===== src/logic/cpuPackage.sv =====
`default_nettype none

package cpuPackage;

	typedef logic [31:0] word;
	typedef logic [4:0] registerIndex;

	// Major opcodes of the supported RV32I subset
	typedef enum logic [6:0] {
		opRegister = 7'b0110011,
		opImmediate = 7'b0010011,
		opLoad = 7'b0000011,
		opStore = 7'b0100011,
		opBranch = 7'b1100011,
		opJump = 7'b1101111
	} opcode;

	typedef enum logic [2:0] {
		aluAdd,
		aluSub,
		aluAnd,
		aluOr,
		aluXor,
		aluSlt
	} aluOperation;

	// Operand source chosen for the execute stage
	typedef enum logic [1:0] {
		fromRegister = 2'b00,
		fromWriteback = 2'b01,
		fromMemoryStage = 2'b10
	} forwardSource;

	// funct3 and funct7 field codes
	localparam logic [2:0] funct3AddSub = 3'b000;
	localparam logic [2:0] funct3Slt = 3'b010;
	localparam logic [2:0] funct3Xor = 3'b100;
	localparam logic [2:0] funct3Or = 3'b110;
	localparam logic [2:0] funct3And = 3'b111;
	localparam logic [6:0] funct7Alternate = 7'b0100000;

	// addi x0, x0, 0
	localparam word nopInstruction = 32'h0000_0013;

endpackage

`default_nettype wire


===== src/logic/dataMemory.sv =====
`timescale 1ns/1ps
`default_nettype none

module dataMemory #(
	parameter int dataWords = 64
) (
	input wire clock,
	input wire reset,
	input wire writeEnable,
	input wire cpuPackage::word address,
	input wire cpuPackage::word writeData,
	output cpuPackage::word readData
);

	localparam int indexBits = $clog2(dataWords);

	cpuPackage::word storage [dataWords];
	logic [indexBits-1:0] wordIndex;

	// Upper address bits wrap around the array
	assign wordIndex = address[indexBits+1:2];
	assign readData = storage[wordIndex];

	always_ff @(posedge clock or negedge reset) begin
		if (!reset) begin
			for (int i = 0; i < dataWords; i++) begin
				storage[i] <= '0;
			end
		end else if (writeEnable) begin
			storage[wordIndex] <= writeData;
		end
	end

	assert property (@(posedge clock) disable iff (!reset)
		writeEnable |-> address[1:0] == 2'b00)
		else $error("unaligned store to address %h", address);

endmodule

`default_nettype wire


===== config.mk =====
export PLATFORM = sky130hd
export DESIGN_NAME = dataMemory
export DESIGN_NICKNAME = d
export VERILOG_FILES = /design/src/logic/cpuPackage.sv /design/src/logic/dataMemory.sv
export SDC_FILE = /design/constraint.sdc
export NUM_CORES = 2
export LEC_CHECK = 0
export ABC_AREA = 1
export BUFFER_PORTS_ARGS = -buffer_cell sky130_fd_sc_hd__buf_4
export CORE_UTILIZATION = 25
export CTS_BUF_LIST = sky130_fd_sc_hd__clkbuf_8
export DETAILED_ROUTE_END_ITERATION = 10
export GPL_ROUTABILITY_DRIVEN = 0
export PLACE_DENSITY_LB_ADDON = 0.25
export SLEW_MARGIN = 20
export SYNTH_ARGS = -nofsm -noshare
export SYNTH_HDL_FRONTEND = slang
export SYNTH_SLANG_ARGS = --single-unit
export TNS_END_PERCENT = 100

===== constraint.sdc =====
create_clock -name clock -period 1.9 [get_ports clock]
set_input_delay 0.19 -clock clock [delete_from_list [all_inputs] [get_ports clock]]
set_output_delay 0.19 -clock clock [all_outputs]
set_load 0.03 [all_outputs]

==> flow_summary.json <==
{
  "grt_pass1_wl_um": 528000,
  "die_w_um": 622,
  "path_class": "reg2out",
  "setup_viol": 32,
  "critPathMaxFanout": 2,
  "finalCritPeriodShare_pct": 142,
  "regMostFlops": "storage",
  "clk_latency_ns": 1.03,
  "status": "finished, violations left",
  "yosysSeqAreaShare_pct": 53.4,
  "cp-start-kind": "flip-flop",
  "fillers": 41700,
  "critical_path.max_stage_delay_ns": 0.38,
  "mappedNetlistArea_um2": 96000,
  "finalClockSkew_ns": 0,
  "cpMostUsedCell": "nand2_1",
  "hpwl_um": 225000,
  "ios": 99,
  "cts_max_level": 5,
  "clk_path_buf_depth": 4,
  "drt_pass1_iterations": 5,
  "dpl_worst_slack_ns": -0.690,
  "largest_reg_flops": 2048,
  "hp-class": "in2reg",
  "power.density_nw_per_um2": 990,
  "drt_iter0_drc": 6670,
  "endpoint_kind": "primary output",
  "antenna_left": 0,
  "die_y_um": 622,
  "grt_max_degree": 77,
  "ir_drop_mv": 0.466,
  "final_cell_mix": "nand2_1, dfrtp_1, o21ai_0",
  "relSlewSlack_pct": 53.2,
  "maxSlewViolCount": 0,
  "worstHoldStart": "writeData[22]",
  "cap_violations": 0,
  "setup_tns_ns": -22.57,
  "min_period_ns": 2.70,
  "area_growth_pct": 23.5,
  "final-hold-violation-count": 0,
  "stdcell_area_um2": 119000,
  "cp.arrival_ns": 2.51,
  "antenna_found_initial": 13,
  "drt-vias-per-instance": 4.48,
  "wl_per_cell_um": 18.5,
  "numCtsBuffers": 378,
  "grt.total_usage_pct": 17.6,
  "placed_area_um2": 109000,
  "wirelength_um": 346000,
  "vias": 84000,
  "p_total_mw": 117,
  "worst_pin_slew_ns": 0.701,
  "p_leak_nw": 59.9,
  "synth_seq_cells": 2048,
  "grt_pass1_vias": 81400,
  "multi_input_comb_area_um2": 42100,
  "num_rows": 227,
  "cp_cell_sequence": "nand2_1 -> nand2_1 -> nand2_1 -> nand2_1 -> nand2_1 -> nand2_1 -> nand2_1 -> nand2_4 -> nor2_4 -> nand2_2 -> buf_12 -> buf_8",
  "dieArea_um2": 387000,
  "initial_core_util_pct": 25.1,
  "port_buffers": 72,
  "cp.required_ns": 1.71,
  "synth_nets": 13200,
  "core_area_um2": 382000,
  "largestRegisters": "storage (2048)",
  "timing.hold.ws_ns": 0.0682,
  "cts_sinks": 2048,
  "drc": 0,
  "rsz0062_at_grt": "true",
  "regArea_um2": 51200,
  "violations": "negative setup slack",
  "synth_cell_type_count": 24,
  "path_clk_slew_ns": 0.06,
  "finalNetCount": 13500,
  "layout-drive-gt1-share_pct": 14.2,
  "rr_startpoint": "storage[280]",
  "postSynthAreaPerCell_um2": 7.31,
  "grt_overflow": 0,
  "cts_tree": "done",
  "slowest_stage": "dfrtp_1",
  "clock.fmax_ghz": 0.370,
  "synth_cells": 13100,
  "cts-root-buf": "clkbuf_8",
  "final_common_cell": "nand2_1",
  "critPathLaunch": "storage[1298]",
  "setup_ws_ns": -0.803,
  "ys_warn_count": 0
}
report_power, final:
part           switching [mW]  leakage (nW)  total, mW  internal [mW]
sequential               3.47          26.3       54.2           50.8
combinational            12.6          29.3       20.6           8.06
clock                    19.6          4.33       42.5           22.9
total                    35.7          59.9        117           81.7
worst max-delay path, delay by kind of cell (launching register included):
kind | cells | cell delay (ns)
buf+inv | 2 | 0.28
flops | 1 | 0.38
simple gates | 10 | 0.83
layer usage:
layer | track usage [%] | wire, µm | vias to the layer above
met5 | 0 | 0 | -
met4 | 4.68 | 8820 | 0
met3 | 2.80 | 16400 | 484
met1 | 24.9 | 165000 | 40300
li1 | - | - | 41500
met2 | 28.0 | 155000 | 1662
logic make-up (layout without fill, tap and decap cells):
group / count (synthesis) / count (layout) / synth area share (%)
and+or+nand+nor: 7633 / 7633 / 30.1
DFF: 2048 / 2048 / 53.4
buffers and inverters: 1231 / 1787 / 5.00
AOI/OAI and AO/OA: 2217 / 2217 / 11.6
other: 0 / 11 / 0
worst paths after layout:
kind	endpoint	cells after the start	slack, ns
hold / removal	storage[1782]	4	0.07
setup / recovery	readData[18]	12	-0.80
max in group asynchronous	storage[698]	5	0.65
hold reg to reg	storage[1150]	2	0.48
min in group asynchronous	storage[1635]	4	0.53
setup reg to reg	storage[280]	3	1.09
synth_stat cells:
master       n  area [µm²]
nor2_4       4        45.0
nor4_4       2        42.5
dfrtp_1   2048       51200
nand2_1   6650       25000
buf_1       35         131
buf_4        3        22.5
nor3_4       2        32.5
nand3_2      1        10.0
nand3_4      1        17.5
a21oi_1    850        4250
nor2_2      25         156
o21ai_0   1263        6320
nor3_1       2        10.0
o21ai_1     99         495
nor2_1     929        3490
nand3_1      9        45.0
or2_2        2        12.5
inv_1      218         818
nand2_2      1        6.26
clkbuf_1   827        3100
nor3_2       5        50.1
buf_2      138         691
inv_2       10        37.5
o211ai_1     5        37.5
layout make-up:
cell class                 count  share of cell area [%]
clock inverter               186                   0.811
clock buffer                 471                    5.47
timing repair buffer         902                    8.98
inverter                     228                   0.741
tap                         5038                    5.31
antenna                       11                  0.0232
sequential                  2048                    43.2
multi-input combinational   9850                    35.5
metrics by stage:
step                      instances  utilization [%]
after CTS                     18700             30.8
after global routing          18700             31.0
after floorplan               13100                -
final                         18700             31.0
after detailed placement      18000             28.4
after global placement        18000             28.4
timing repair:
| action | 4_1_cts | 5_1_grt |
|---|---|---|
| gates cloned | 0 | 0 |
| resized for setup | 479 | 181 |
| hold buffers | 53 | 0 |
| buffers inserted | 8 | 19 |
| pin swaps | 158 | 159 |
| hold endpoints to repair | 3941 | 0 |
| setup endpoints to repair | 32 | 32 |
No activity file was read; power rests on OpenSTA's default activity.
