--- src/logic/cpuPackage.sv ---
`default_nettype none

package cpuPackage;

	typedef logic [31:0] word;
	typedef logic [4:0] registerIndex;

	// Major opcodes of the supported RV32I subset
	typedef enum logic [6:0] {
		opRegister = 7'b0110011,
		opImmediate = 7'b0010011,
		opLoad = 7'b0000011,
		opStore = 7'b0100011,
		opBranch = 7'b1100011,
		opJump = 7'b1101111
	} opcode;

	typedef enum logic [2:0] {
		aluAdd,
		aluSub,
		aluAnd,
		aluOr,
		aluXor,
		aluSlt
	} aluOperation;

	// Operand source chosen for the execute stage
	typedef enum logic [1:0] {
		fromRegister = 2'b00,
		fromWriteback = 2'b01,
		fromMemoryStage = 2'b10
	} forwardSource;

	// funct3 and funct7 field codes
	localparam logic [2:0] funct3AddSub = 3'b000;
	localparam logic [2:0] funct3Slt = 3'b010;
	localparam logic [2:0] funct3Xor = 3'b100;
	localparam logic [2:0] funct3Or = 3'b110;
	localparam logic [2:0] funct3And = 3'b111;
	localparam logic [6:0] funct7Alternate = 7'b0100000;

	// addi x0, x0, 0
	localparam word nopInstruction = 32'h0000_0013;

endpackage

`default_nettype wire

--- src/logic/instructionDecoder.sv ---
`timescale 1ns/1ps
`default_nettype none

module instructionDecoder (
	input wire cpuPackage::word instruction,
	output cpuPackage::aluOperation aluOp,
	output cpuPackage::word immediate,
	output logic useImmediate,
	output logic readsSecond,
	output logic isLoad,
	output logic isStore,
	output logic isBranch,
	output logic isJump,
	output logic writesRegister
);

	cpuPackage::word immI, immS, immB, immJ;
	cpuPackage::aluOperation functionOp;
	logic hasDestination;
	logic isSubtract;

	assign immI = {{20{instruction[31]}}, instruction[31:20]};
	assign immS = {{20{instruction[31]}}, instruction[31:25], instruction[11:7]};
	assign immB = {{20{instruction[31]}}, instruction[7], instruction[30:25],
		instruction[11:8], 1'b0};
	assign immJ = {{12{instruction[31]}}, instruction[19:12], instruction[20],
		instruction[30:21], 1'b0};

	// Writes to x0 are dropped here
	assign hasDestination = (instruction[11:7] != 5'd0);
	assign isSubtract = (instruction[31:25] == cpuPackage::funct7Alternate)
		&& (instruction[14:12] == cpuPackage::funct3AddSub);

	always_comb begin
		case (instruction[14:12])
			cpuPackage::funct3Slt: functionOp = cpuPackage::aluSlt;
			cpuPackage::funct3Xor: functionOp = cpuPackage::aluXor;
			cpuPackage::funct3Or: functionOp = cpuPackage::aluOr;
			cpuPackage::funct3And: functionOp = cpuPackage::aluAnd;
			default: functionOp = cpuPackage::aluAdd;
		endcase
	end

	always_comb begin
		aluOp = cpuPackage::aluAdd;
		immediate = immI;
		useImmediate = 1'b0;
		readsSecond = 1'b0;
		isLoad = 1'b0;
		isStore = 1'b0;
		isBranch = 1'b0;
		isJump = 1'b0;
		writesRegister = 1'b0;
		case (cpuPackage::opcode'(instruction[6:0]))
			cpuPackage::opRegister: begin
				readsSecond = 1'b1;
				writesRegister = hasDestination;
				aluOp = isSubtract ? cpuPackage::aluSub : functionOp;
			end
			cpuPackage::opImmediate: begin
				useImmediate = 1'b1;
				writesRegister = hasDestination;
				aluOp = functionOp;
			end
			cpuPackage::opLoad: begin
				useImmediate = 1'b1;
				isLoad = 1'b1;
				writesRegister = hasDestination;
			end
			cpuPackage::opStore: begin
				immediate = immS;
				useImmediate = 1'b1;
				readsSecond = 1'b1;
				isStore = 1'b1;
			end
			// beq compares by subtraction and the zero flag
			cpuPackage::opBranch: begin
				immediate = immB;
				readsSecond = 1'b1;
				isBranch = 1'b1;
				aluOp = cpuPackage::aluSub;
			end
			cpuPackage::opJump: begin
				immediate = immJ;
				isJump = 1'b1;
				writesRegister = hasDestination;
			end
			// Anything else passes through as a bubble
			default: begin
			end
		endcase
	end

endmodule

`default_nettype wire

--- src/logic/registerFile.sv ---
`timescale 1ns/1ps
`default_nettype none

module registerFile (
	input wire clock,
	input wire reset,
	input wire cpuPackage::registerIndex readIndexA,
	input wire cpuPackage::registerIndex readIndexB,
	input wire cpuPackage::registerIndex writeIndex,
	input wire writeEnable,
	input wire cpuPackage::word writeData,
	output cpuPackage::word readDataA,
	output cpuPackage::word readDataB
);

	// x0 has no storage
	cpuPackage::word registers [31:1];

	// A write in the same cycle is seen by the reader
	function automatic cpuPackage::word readPort(cpuPackage::registerIndex index);
		if (index == 5'd0) begin
			return '0;
		end else if (writeEnable && writeIndex == index) begin
			return writeData;
		end
		return registers[index];
	endfunction

	always_comb begin
		readDataA = readPort(readIndexA);
		readDataB = readPort(readIndexB);
	end

	always_ff @(posedge clock or negedge reset) begin
		if (!reset) begin
			for (int i = 1; i < 32; i++) begin
				registers[i] <= '0;
			end
		end else if (writeEnable && writeIndex != 5'd0) begin
			registers[writeIndex] <= writeData;
		end
	end

	assert property (@(posedge clock) disable iff (!reset)
		writeEnable |-> writeIndex != 5'd0)
		else $error("register write aimed at x0");

endmodule

`default_nettype wire

--- src/logic/hazardUnit.sv ---
`timescale 1ns/1ps
`default_nettype none

module hazardUnit (
	input wire cpuPackage::registerIndex decodeSourceA,
	input wire cpuPackage::registerIndex decodeSourceB,
	input wire decodeReadsSecond,
	input wire decodeIsJump,
	input wire cpuPackage::registerIndex executeDestination,
	input wire executeIsLoad,
	input wire executeBranchTaken,
	input wire cpuPackage::registerIndex memoryDestination,
	input wire memoryWrites,
	input wire cpuPackage::registerIndex writebackDestination,
	input wire writebackWrites,
	output logic stall,
	output logic flushFetch,
	output logic flushDecode,
	output cpuPackage::forwardSource forwardA,
	output cpuPackage::forwardSource forwardB
);

	logic loadUse;

	// Chosen in decode and registered with the instruction, so the
	// producer now in execute sits in the memory stage one cycle later.
	// executeDestination is zero when that instruction writes nothing
	function automatic cpuPackage::forwardSource selectSource(cpuPackage::registerIndex source);
		if (source == 5'd0) begin
			return cpuPackage::fromRegister;
		end else if (executeDestination == source) begin
			return cpuPackage::fromMemoryStage;
		end else if (memoryWrites && memoryDestination == source) begin
			return cpuPackage::fromWriteback;
		end
		return cpuPackage::fromRegister;
	endfunction

	always_comb begin
		forwardA = selectSource(decodeSourceA);
		forwardB = selectSource(decodeSourceB);
	end

	assign loadUse = executeIsLoad && executeDestination != 5'd0
		&& (executeDestination == decodeSourceA
		|| (decodeReadsSecond && executeDestination == decodeSourceB));

	// A taken branch kills the waiting instruction anyway
	assign stall = loadUse && !executeBranchTaken;
	assign flushFetch = executeBranchTaken || (decodeIsJump && !stall);
	assign flushDecode = executeBranchTaken || stall;

	always_comb begin
		assert (!(executeIsLoad && executeBranchTaken))
			else $error("load and taken branch in execute together");
		assert (!(writebackWrites && writebackDestination == 5'd0))
			else $error("writeback targets x0");
	end

endmodule

`default_nettype wire

--- src/logic/arithmeticUnit.sv ---
`timescale 1ns/1ps
`default_nettype none

module arithmeticUnit (
	input wire cpuPackage::word operandA,
	input wire cpuPackage::word operandB,
	input wire cpuPackage::aluOperation operation,
	output cpuPackage::word result,
	output logic zero
);

	logic lessThan;

	// slt compares as signed values
	assign lessThan = $signed(operandA) < $signed(operandB);

	always_comb begin
		case (operation)
			cpuPackage::aluSub: result = operandA - operandB;
			cpuPackage::aluAnd: result = operandA & operandB;
			cpuPackage::aluOr: result = operandA | operandB;
			cpuPackage::aluXor: result = operandA ^ operandB;
			cpuPackage::aluSlt: result = {31'd0, lessThan};
			default: result = operandA + operandB;
		endcase
	end

	// Drives the beq decision
	assign zero = (result == '0);

endmodule

`default_nettype wire

--- src/logic/pipelineCpu.sv ---
`timescale 1ns/1ps
`default_nettype none

module pipelineCpu #(
	parameter cpuPackage::word resetAddress = '0
) (
	input wire clock,
	input wire reset,
	input wire cpuPackage::word instruction,
	input wire cpuPackage::word memoryReadData,
	output cpuPackage::word instructionAddress,
	output logic memoryWriteEnable,
	output cpuPackage::word memoryAddress,
	output cpuPackage::word memoryWriteData,
	output logic retireWriteEnable,
	output cpuPackage::registerIndex retireRegister,
	output cpuPackage::word retireData
);

	cpuPackage::word pc, nextPc, jumpTarget, branchTarget;
	logic stall, flushFetch, flushDecode, branchTaken;

	cpuPackage::word decodeInstruction, decodePc, decodeImmediate, decodeDataA, decodeDataB;
	cpuPackage::aluOperation decodeAluOp;
	cpuPackage::forwardSource forwardA, forwardB;
	logic decodeUseImmediate, decodeReadsSecond, decodeIsLoad, decodeIsStore;
	logic decodeIsBranch, decodeIsJump, decodeWrites;

	cpuPackage::word executePc, executeDataA, executeDataB, executeImmediate;
	cpuPackage::registerIndex executeDestination, executeTarget;
	cpuPackage::aluOperation executeAluOp;
	cpuPackage::forwardSource executeForwardA, executeForwardB;
	logic executeUseImmediate, executeIsLoad, executeIsStore, executeIsBranch;
	logic executeIsJump, executeWrites, aluZero;
	cpuPackage::word forwardedA, forwardedB, aluInputA, aluInputB, aluResult;

	cpuPackage::word memoryResult, memoryStoreData;
	cpuPackage::registerIndex memoryDestination;
	logic memoryIsLoad, memoryIsStore, memoryWrites;

	cpuPackage::word writebackData;
	cpuPackage::registerIndex writebackDestination;
	logic writebackWrites;

	// Fetch, with a taken beq ahead of a decoded jal
	assign instructionAddress = pc;
	assign nextPc = branchTaken ? branchTarget : decodeIsJump ? jumpTarget : pc + 32'd4;

	always_ff @(posedge clock or negedge reset) begin
		if (!reset) begin
			pc <= resetAddress;
		end else if (!stall) begin
			pc <= nextPc;
		end
	end

	always_ff @(posedge clock or negedge reset) begin
		if (!reset) begin
			decodeInstruction <= cpuPackage::nopInstruction;
		end else if (flushFetch) begin
			decodeInstruction <= cpuPackage::nopInstruction;
		end else if (!stall) begin
			decodeInstruction <= instruction;
		end
	end

	always_ff @(posedge clock) begin
		if (!stall) begin
			decodePc <= pc;
		end
	end

	instructionDecoder decoder (
		.instruction(decodeInstruction),
		.aluOp(decodeAluOp),
		.immediate(decodeImmediate),
		.useImmediate(decodeUseImmediate),
		.readsSecond(decodeReadsSecond),
		.isLoad(decodeIsLoad),
		.isStore(decodeIsStore),
		.isBranch(decodeIsBranch),
		.isJump(decodeIsJump),
		.writesRegister(decodeWrites)
	);

	registerFile registerBank (
		.clock(clock),
		.reset(reset),
		.readIndexA(decodeInstruction[19:15]),
		.readIndexB(decodeInstruction[24:20]),
		.writeIndex(writebackDestination),
		.writeEnable(writebackWrites),
		.writeData(writebackData),
		.readDataA(decodeDataA),
		.readDataB(decodeDataB)
	);

	assign jumpTarget = decodePc + decodeImmediate;
	assign executeTarget = executeWrites ? executeDestination : 5'd0;

	hazardUnit hazards (
		.decodeSourceA(decodeInstruction[19:15]),
		.decodeSourceB(decodeInstruction[24:20]),
		.decodeReadsSecond(decodeReadsSecond),
		.decodeIsJump(decodeIsJump),
		.executeDestination(executeTarget),
		.executeIsLoad(executeIsLoad),
		.executeBranchTaken(branchTaken),
		.memoryDestination(memoryDestination),
		.memoryWrites(memoryWrites),
		.writebackDestination(writebackDestination),
		.writebackWrites(writebackWrites),
		.stall(stall),
		.flushFetch(flushFetch),
		.flushDecode(flushDecode),
		.forwardA(forwardA),
		.forwardB(forwardB)
	);

	// Decode/execute control, bubbled on a stall or a taken branch
	always_ff @(posedge clock or negedge reset) begin
		if (!reset) begin
			executeIsLoad <= 1'b0;
			executeIsStore <= 1'b0;
			executeIsBranch <= 1'b0;
			executeIsJump <= 1'b0;
			executeWrites <= 1'b0;
		end else begin
			executeIsLoad <= decodeIsLoad && !flushDecode;
			executeIsStore <= decodeIsStore && !flushDecode;
			executeIsBranch <= decodeIsBranch && !flushDecode;
			executeIsJump <= decodeIsJump && !flushDecode;
			executeWrites <= decodeWrites && !flushDecode;
		end
	end

	always_ff @(posedge clock) begin
		executePc <= decodePc;
		executeDataA <= decodeDataA;
		executeDataB <= decodeDataB;
		executeImmediate <= decodeImmediate;
		executeDestination <= decodeInstruction[11:7];
		executeAluOp <= decodeAluOp;
		executeUseImmediate <= decodeUseImmediate;
		executeForwardA <= forwardA;
		executeForwardB <= forwardB;
	end

	function automatic cpuPackage::word forwardOperand(cpuPackage::forwardSource select,
		cpuPackage::word registerValue);
		case (select)
			cpuPackage::fromMemoryStage: return memoryResult;
			cpuPackage::fromWriteback: return writebackData;
			default: return registerValue;
		endcase
	endfunction

	always_comb begin
		forwardedA = forwardOperand(executeForwardA, executeDataA);
		forwardedB = forwardOperand(executeForwardB, executeDataB);
	end

	// jal computes its link value as PC plus 4
	assign aluInputA = executeIsJump ? executePc : forwardedA;
	assign aluInputB = executeIsJump ? 32'd4
		: executeUseImmediate ? executeImmediate : forwardedB;

	arithmeticUnit alu (
		.operandA(aluInputA),
		.operandB(aluInputB),
		.operation(executeAluOp),
		.result(aluResult),
		.zero(aluZero)
	);

	assign branchTarget = executePc + executeImmediate;
	assign branchTaken = executeIsBranch && aluZero;

	always_ff @(posedge clock or negedge reset) begin
		if (!reset) begin
			memoryIsLoad <= 1'b0;
			memoryIsStore <= 1'b0;
			memoryWrites <= 1'b0;
		end else begin
			memoryIsLoad <= executeIsLoad;
			memoryIsStore <= executeIsStore;
			memoryWrites <= executeWrites;
		end
	end

	always_ff @(posedge clock) begin
		memoryResult <= aluResult;
		memoryStoreData <= forwardedB;
		memoryDestination <= executeDestination;
	end

	assign memoryWriteEnable = memoryIsStore;
	assign memoryAddress = memoryResult;
	assign memoryWriteData = memoryStoreData;

	always_ff @(posedge clock or negedge reset) begin
		if (!reset) begin
			writebackWrites <= 1'b0;
		end else begin
			writebackWrites <= memoryWrites;
		end
	end

	// Load data picked here so writeback only holds the final value
	always_ff @(posedge clock) begin
		writebackData <= memoryIsLoad ? memoryReadData : memoryResult;
		writebackDestination <= memoryDestination;
	end

	assign retireWriteEnable = writebackWrites;
	assign retireRegister = writebackDestination;
	assign retireData = writebackData;

	// A store moves on to writeback without a register write
	assert property (@(posedge clock) disable iff (!reset)
		memoryWriteEnable |=> !retireWriteEnable)
		else $error("store also retired a register write");

endmodule

`default_nettype wire

--- config.mk ---
export PLATFORM = sky130hd
export DESIGN_NAME = pipelineCpu
export DESIGN_NICKNAME = d
export VERILOG_FILES = /design/src/logic/cpuPackage.sv /design/src/logic/instructionDecoder.sv /design/src/logic/registerFile.sv /design/src/logic/hazardUnit.sv /design/src/logic/arithmeticUnit.sv /design/src/logic/pipelineCpu.sv
export SDC_FILE = /design/constraint.sdc
export NUM_CORES = 2
export LEC_CHECK = 0
export BUFFER_PORTS_ARGS = -buffer_cell sky130_fd_sc_hd__buf_2
export CORE_MARGIN = 2
export CORE_UTILIZATION = 50
export DETAILED_ROUTE_END_ITERATION = 16
export PLACE_DENSITY = 0.73
export SETUP_SLACK_MARGIN = 0.2
export SLEW_MARGIN = 10
export SYNTH_ARGS = -nofsm -noshare
export SYNTH_HDL_FRONTEND = slang
export SYNTH_SLANG_ARGS = --single-unit
--- constraint.sdc ---
create_clock -name clock -period 8.5 [get_ports clock]
set_input_delay 0.425 -clock clock [delete_from_list [all_inputs] [get_ports clock]]
set_output_delay 0.425 -clock clock [all_outputs]
set_load 0.05 [all_outputs]
==> results.txt <==
TritonCTS built the clock tree. In this run the remaining antenna-violating nets after routing total 0. Timing analysis after detailed placement gives a worst setup slack of 1.32 ns. Once layout is complete, the cells apart from fillers number 7998.

The average cell area after synthesis came out at 12.6 sq um. For the largest voltage drop on the vdd net, the log shows 0.238 mV. The clock power share is 0.411, and the met3 track demand over resource is 0.0813. Before antenna repair, the detailed router went through 6 iterations. The number of hold-slack violations in the final timing report came out at 0. Max-cap violations in this run came to 0. The unique cell type count in the Yosys netlist was 86; the routed wire length was 253000 um.

The run gives 0.00472 W as the net switching power. The max-slew headroom at the worst pin was 0.154. The ratio of cells with drive above 1 in the final layout is 0.383. The die is 391 um tall. The global router's overall resource usage is 0.329. The number of remaining DRC errors is 0. The tools report the global routing usage on met2 as 0.500. The final critical-path setup slack was 1.16 ns. For this run, the top clock speed supported by timing is 0.136 GHz.

The average detailed-routed wire length per instance came out at 31.6 um. For the final database, setup skew stands at 0.0376 ns. The classification of the worst setup path was reg -> reg. The top flip-flop cell by instance count after synthesis was sky130_fd_sc_hd__dfrtp_1. For the clock latency on the worst-skew pair, the log shows 0.81 ns. The path class of the tightest hold or removal check is in -> async.

For the pin with the worst max-slew slack, the measured transition is 1.26 ns. The layer with the highest usage after global routing was met2. The number of hold buffers added after cts was 65. The first-pass GRT wire length was 369000 um; the number of buffer and inverter stages on the critical path was 3.

After clock tree synthesis, the clock-pin slew on the worst setup and hold paths is 0.06 ns. The number of port buffers works out to 200. The post-layout instance area was 0.0831 sq mm.

The total congestion overflow came out at 0. Among all cell types in the netlist, the one instantiated most often is sky130_fd_sc_hd__mux2_2. The count of final max-slew check failures was 0. Buffers inserted during clock tree synthesis total 145.

The tree is rooted in a sky130_fd_sc_hd__clkbuf_16. The final weighted congestion in routability-driven placement is 1.01, and the fraction of power consumed by combinational cells is 0.148. The tools report the net count of the finished layout as 6186. Data on the critical path is required at its endpoint by 9.19 ns. No sink is reached through more buffers than the 3 on the longest clock path. After filler insertion, the fill cell instance count of the layout stands at 11800.

The flow ran to the end, and the final reports show no timing, DRC or antenna violations. Once detailed placement completed, the half-perimeter wirelength came to 160000 um. The internal power of the cells came out at 0.0111 W. After synthesis, the most frequently instantiated cells are 1117 x sky130_fd_sc_hd__mux2_2, 1062 x sky130_fd_sc_hd__dfrtp_1, 567 x sky130_fd_sc_hd__mux4_2.

The quantity of gates resized following cts was 0. The iteration-0 DRC count of the detailed router is 6397. The standard cell area after detailed placement is 0.0776 sq mm, and the Yosys warning count is 0.

STA classifies the critical path startpoint as a flip-flop. STA puts the critical path data arrival time at 8.03 ns. In this run the count of I/O pins placed on the die edge is 201. The analysis attributes to cell leakage a power of 37.6 nW. The tools report the number of rows in the core area as 141.

The detailed router placed 54500 vias in this run. Number of setup violations in the final report: 0. Of all cell types, the one taking the most synthesized area is sky130_fd_sc_hd__dfrtp_1. After detailed placement, the design holds a cell count of 7671.

On the worst path, the slowest cell contributes a delay of 0.85 ns. In this run the worst path has a maximum fanout of 35. The fraction of registers with async set/reset is 0.799. The tools report the sequential cell fraction of total power as 0.441. The starting utilization of the core area was 0.505; the layout overhead on the synthesized area was 11.2%.

The number of enable-type register cells in the synthesized netlist was 32; the portion of the clock cycle consumed by the worst path in the final layout was 0.863. In this run the number of H-tree levels came out at 4. The mapped netlist covers 0.0747 sq mm. The met1 demand-to-capacity share in global routing was 0.438. The share of the synthesized area in the top cell type is 0.356, and the area of the core is 0.148 sq mm. The family of cells with the greatest summed delay on the critical path was simple AND/OR/NAND/NOR gates. The smallest clock period supported by the final layout is computed as 7.34 ns. The maximum number of pins on one net before global-route repair is 178, and the die width is 391 um.

The routed via count divided by cell count works out to 6.81. The cell count after synthesis was 5926. Yosys attributes the largest share of cell area to sky130_fd_sc_hd__dfrtp_1 36%, sky130_fd_sc_hd__mux4_2 17%, sky130_fd_sc_hd__mux2_2 17%.

The number of global-route vias before repair is 54200. The worst setup path is captured at a flip-flop. For the final hold slack, the log shows 0.221 ns. The cell with the largest stage delay on the worst path was sky130_fd_sc_hd__ha_1. For this design, the sink count on the clock tree is 1333. The switching power as a share of total power came out at 0.298. Setup repair after global routing left no endpoint under its margin. The initial antenna violation count is 4.

Buffer count from post-CTS setup fixing: 0. The tools report the full die area as 0.152 sq mm. The tools report the sequential-to-total area share from yosys stat as 0.433. Traced cell by cell, the critical path runs through inv_1 > ha_1 > a221oi_1 > o31ai_1 > ha_1 > inv_1 > fa_1 > nand2b_1 > a221oi_1 > o221ai_1 > o21ai_1 > o2bb2ai_1 > a211oi_1 > nor4_1 > nand4_1 > or4_1 > nor4_1 > nand4_1 > buf_4 > mux2_1. The flip-flop and latch count after synthesis was 1333; the total negative setup slack was 0 ns.

For this design the ratio of total power to cell area is 191 mW/mm^2. Counting every net in the synthesized netlist gives 6159.
-- flip-flops by register name, summed over array words and instances (netlist names), 2 cells and up --
| name | flops |
|---|---|
| executeDestination | 5 |
| executeImmediate | 21 |
| executeDataA | 32 |
| decodeInstruction | 32 |
| executeDataB | 32 |
| executePc | 32 |
| memoryWriteData | 32 |
| instructionAddress | 32 |
| decodePc | 32 |
| executeForwardA | 2 |
| executeAluOp | 3 |
| memoryDestination | 5 |
| memoryAddress | 32 |
| executeForwardB | 2 |
| retireRegister | 5 |
| registerBank.registers | 992 |
| retireData | 32 |
-- placed cells by master, fill, tap and decap left out, types with 65 or more instances in the layout --
cell and n:
sky130_fd_sc_hd__buf_2 199, sky130_fd_sc_hd__ha_1 161, sky130_fd_sc_hd__o21ai_0 163, sky130_fd_sc_hd__nand3_1 80, sky130_fd_sc_hd__mux2_2 1117, sky130_fd_sc_hd__buf_4 124, sky130_fd_sc_hd__dlygate4sd3_1 65, sky130_fd_sc_hd__mux4_2 567
sky130_fd_sc_hd__nand2_1 273, sky130_fd_sc_hd__nor2b_1 78, sky130_fd_sc_hd__mux2i_1 83, sky130_fd_sc_hd__dfrtp_1 1050, sky130_fd_sc_hd__clkbuf_16 148, sky130_fd_sc_hd__inv_1 127, sky130_fd_sc_hd__dfxtp_1 235, sky130_fd_sc_hd__nor2_1 288
sky130_fd_sc_hd__a21oi_1 253
-- final cells by class --
class	count	area, sq um	share of cell area
multi-input combinational	3943	40100	0.483
sequential	1333	32400	0.390
clock buffer	201	4070	0.0490
timing repair buffer	400	2810	0.0339
tap	1930	2410	0.0291
clock inverter	58	763	0.00919
inverter	130	488	0.00587
antenna	3	7.51	0.0000904
-- worst paths after layout --
| path | start | to | slack (ns) | depth (start not counted) |
|---|---|---|---|---|
| setup / recovery | executeForwardA[1]$_SDFF_PP0_ | instructionAddress[31]$_DFFE_PN0N_ | 1.16 | 20 |
| max in group asynchronous | reset | registerBank.registers[733]$_DFFE_PN0P_ | 5.94 | 4 |
| setup reg to reg | executeForwardA[1]$_SDFF_PP0_ | instructionAddress[31]$_DFFE_PN0N_ | 1.16 | 20 |
| hold / removal | reset | registerBank.registers[617]$_DFFE_PN0P_ | 0.22 | 2 |
| hold reg to reg | decodePc[26]$_DFFE_PN_ | executePc[26]$_DFF_P_ | 0.38 | 0 |
| min in group clock | memoryReadData[11] | retireData[11]$_DFF_P_ | 0.36 | 3 |
-- per-layer routing --
layer	share of wire	vias up
li1	-	22400
met1	0.39	28400
met2	0.45	3055
met3	0.099	640
met4	0.061	4
met5	0.00022	-
-- power by group through the flow --
stage | registers [W] | logic [W] | clock network, W
final | 0.00699 | 0.00234 | 0.00652
after global routing | 0.00699 | 0.00251 | 0.00685
after CTS | 0.00698 | 0.00232 | 0.00658
after detailed placement | 0.00709 | 0.00228 | 0
after global placement | 0.00709 | 0.00225 | 0
after floorplan | 0.00711 | 0.00135 | 0
-- metrics by stage --
| step | total power (W) | util |
|---|---|---|
| after detailed placement | 0.00937 | 0.524 |
| after global routing | 0.0163 | 0.561 |
| after floorplan | 0.00846 | - |
| final | 0.0159 | 0.561 |
| after global placement | 0.00934 | 0.524 |
| after CTS | 0.0159 | 0.561 |
-- cells by family (layout without fill, tap and decap cells) --
logic type               after synthesis  count (layout)  synth area share
multiplexers                        1773            1773             0.351
flip-flops                          1333            1333             0.433
AND/OR/NAND/NOR                      973             973            0.0607
AO/OA/AOI/OAI                        943             943            0.0835
buffers and inverters                650             789            0.0329
adder cells (fa/ha/maj)              167             167            0.0284
XOR/XNOR                              87              87            0.0102
other                                  0               3                 0
(Power assumes the default switching activity.)
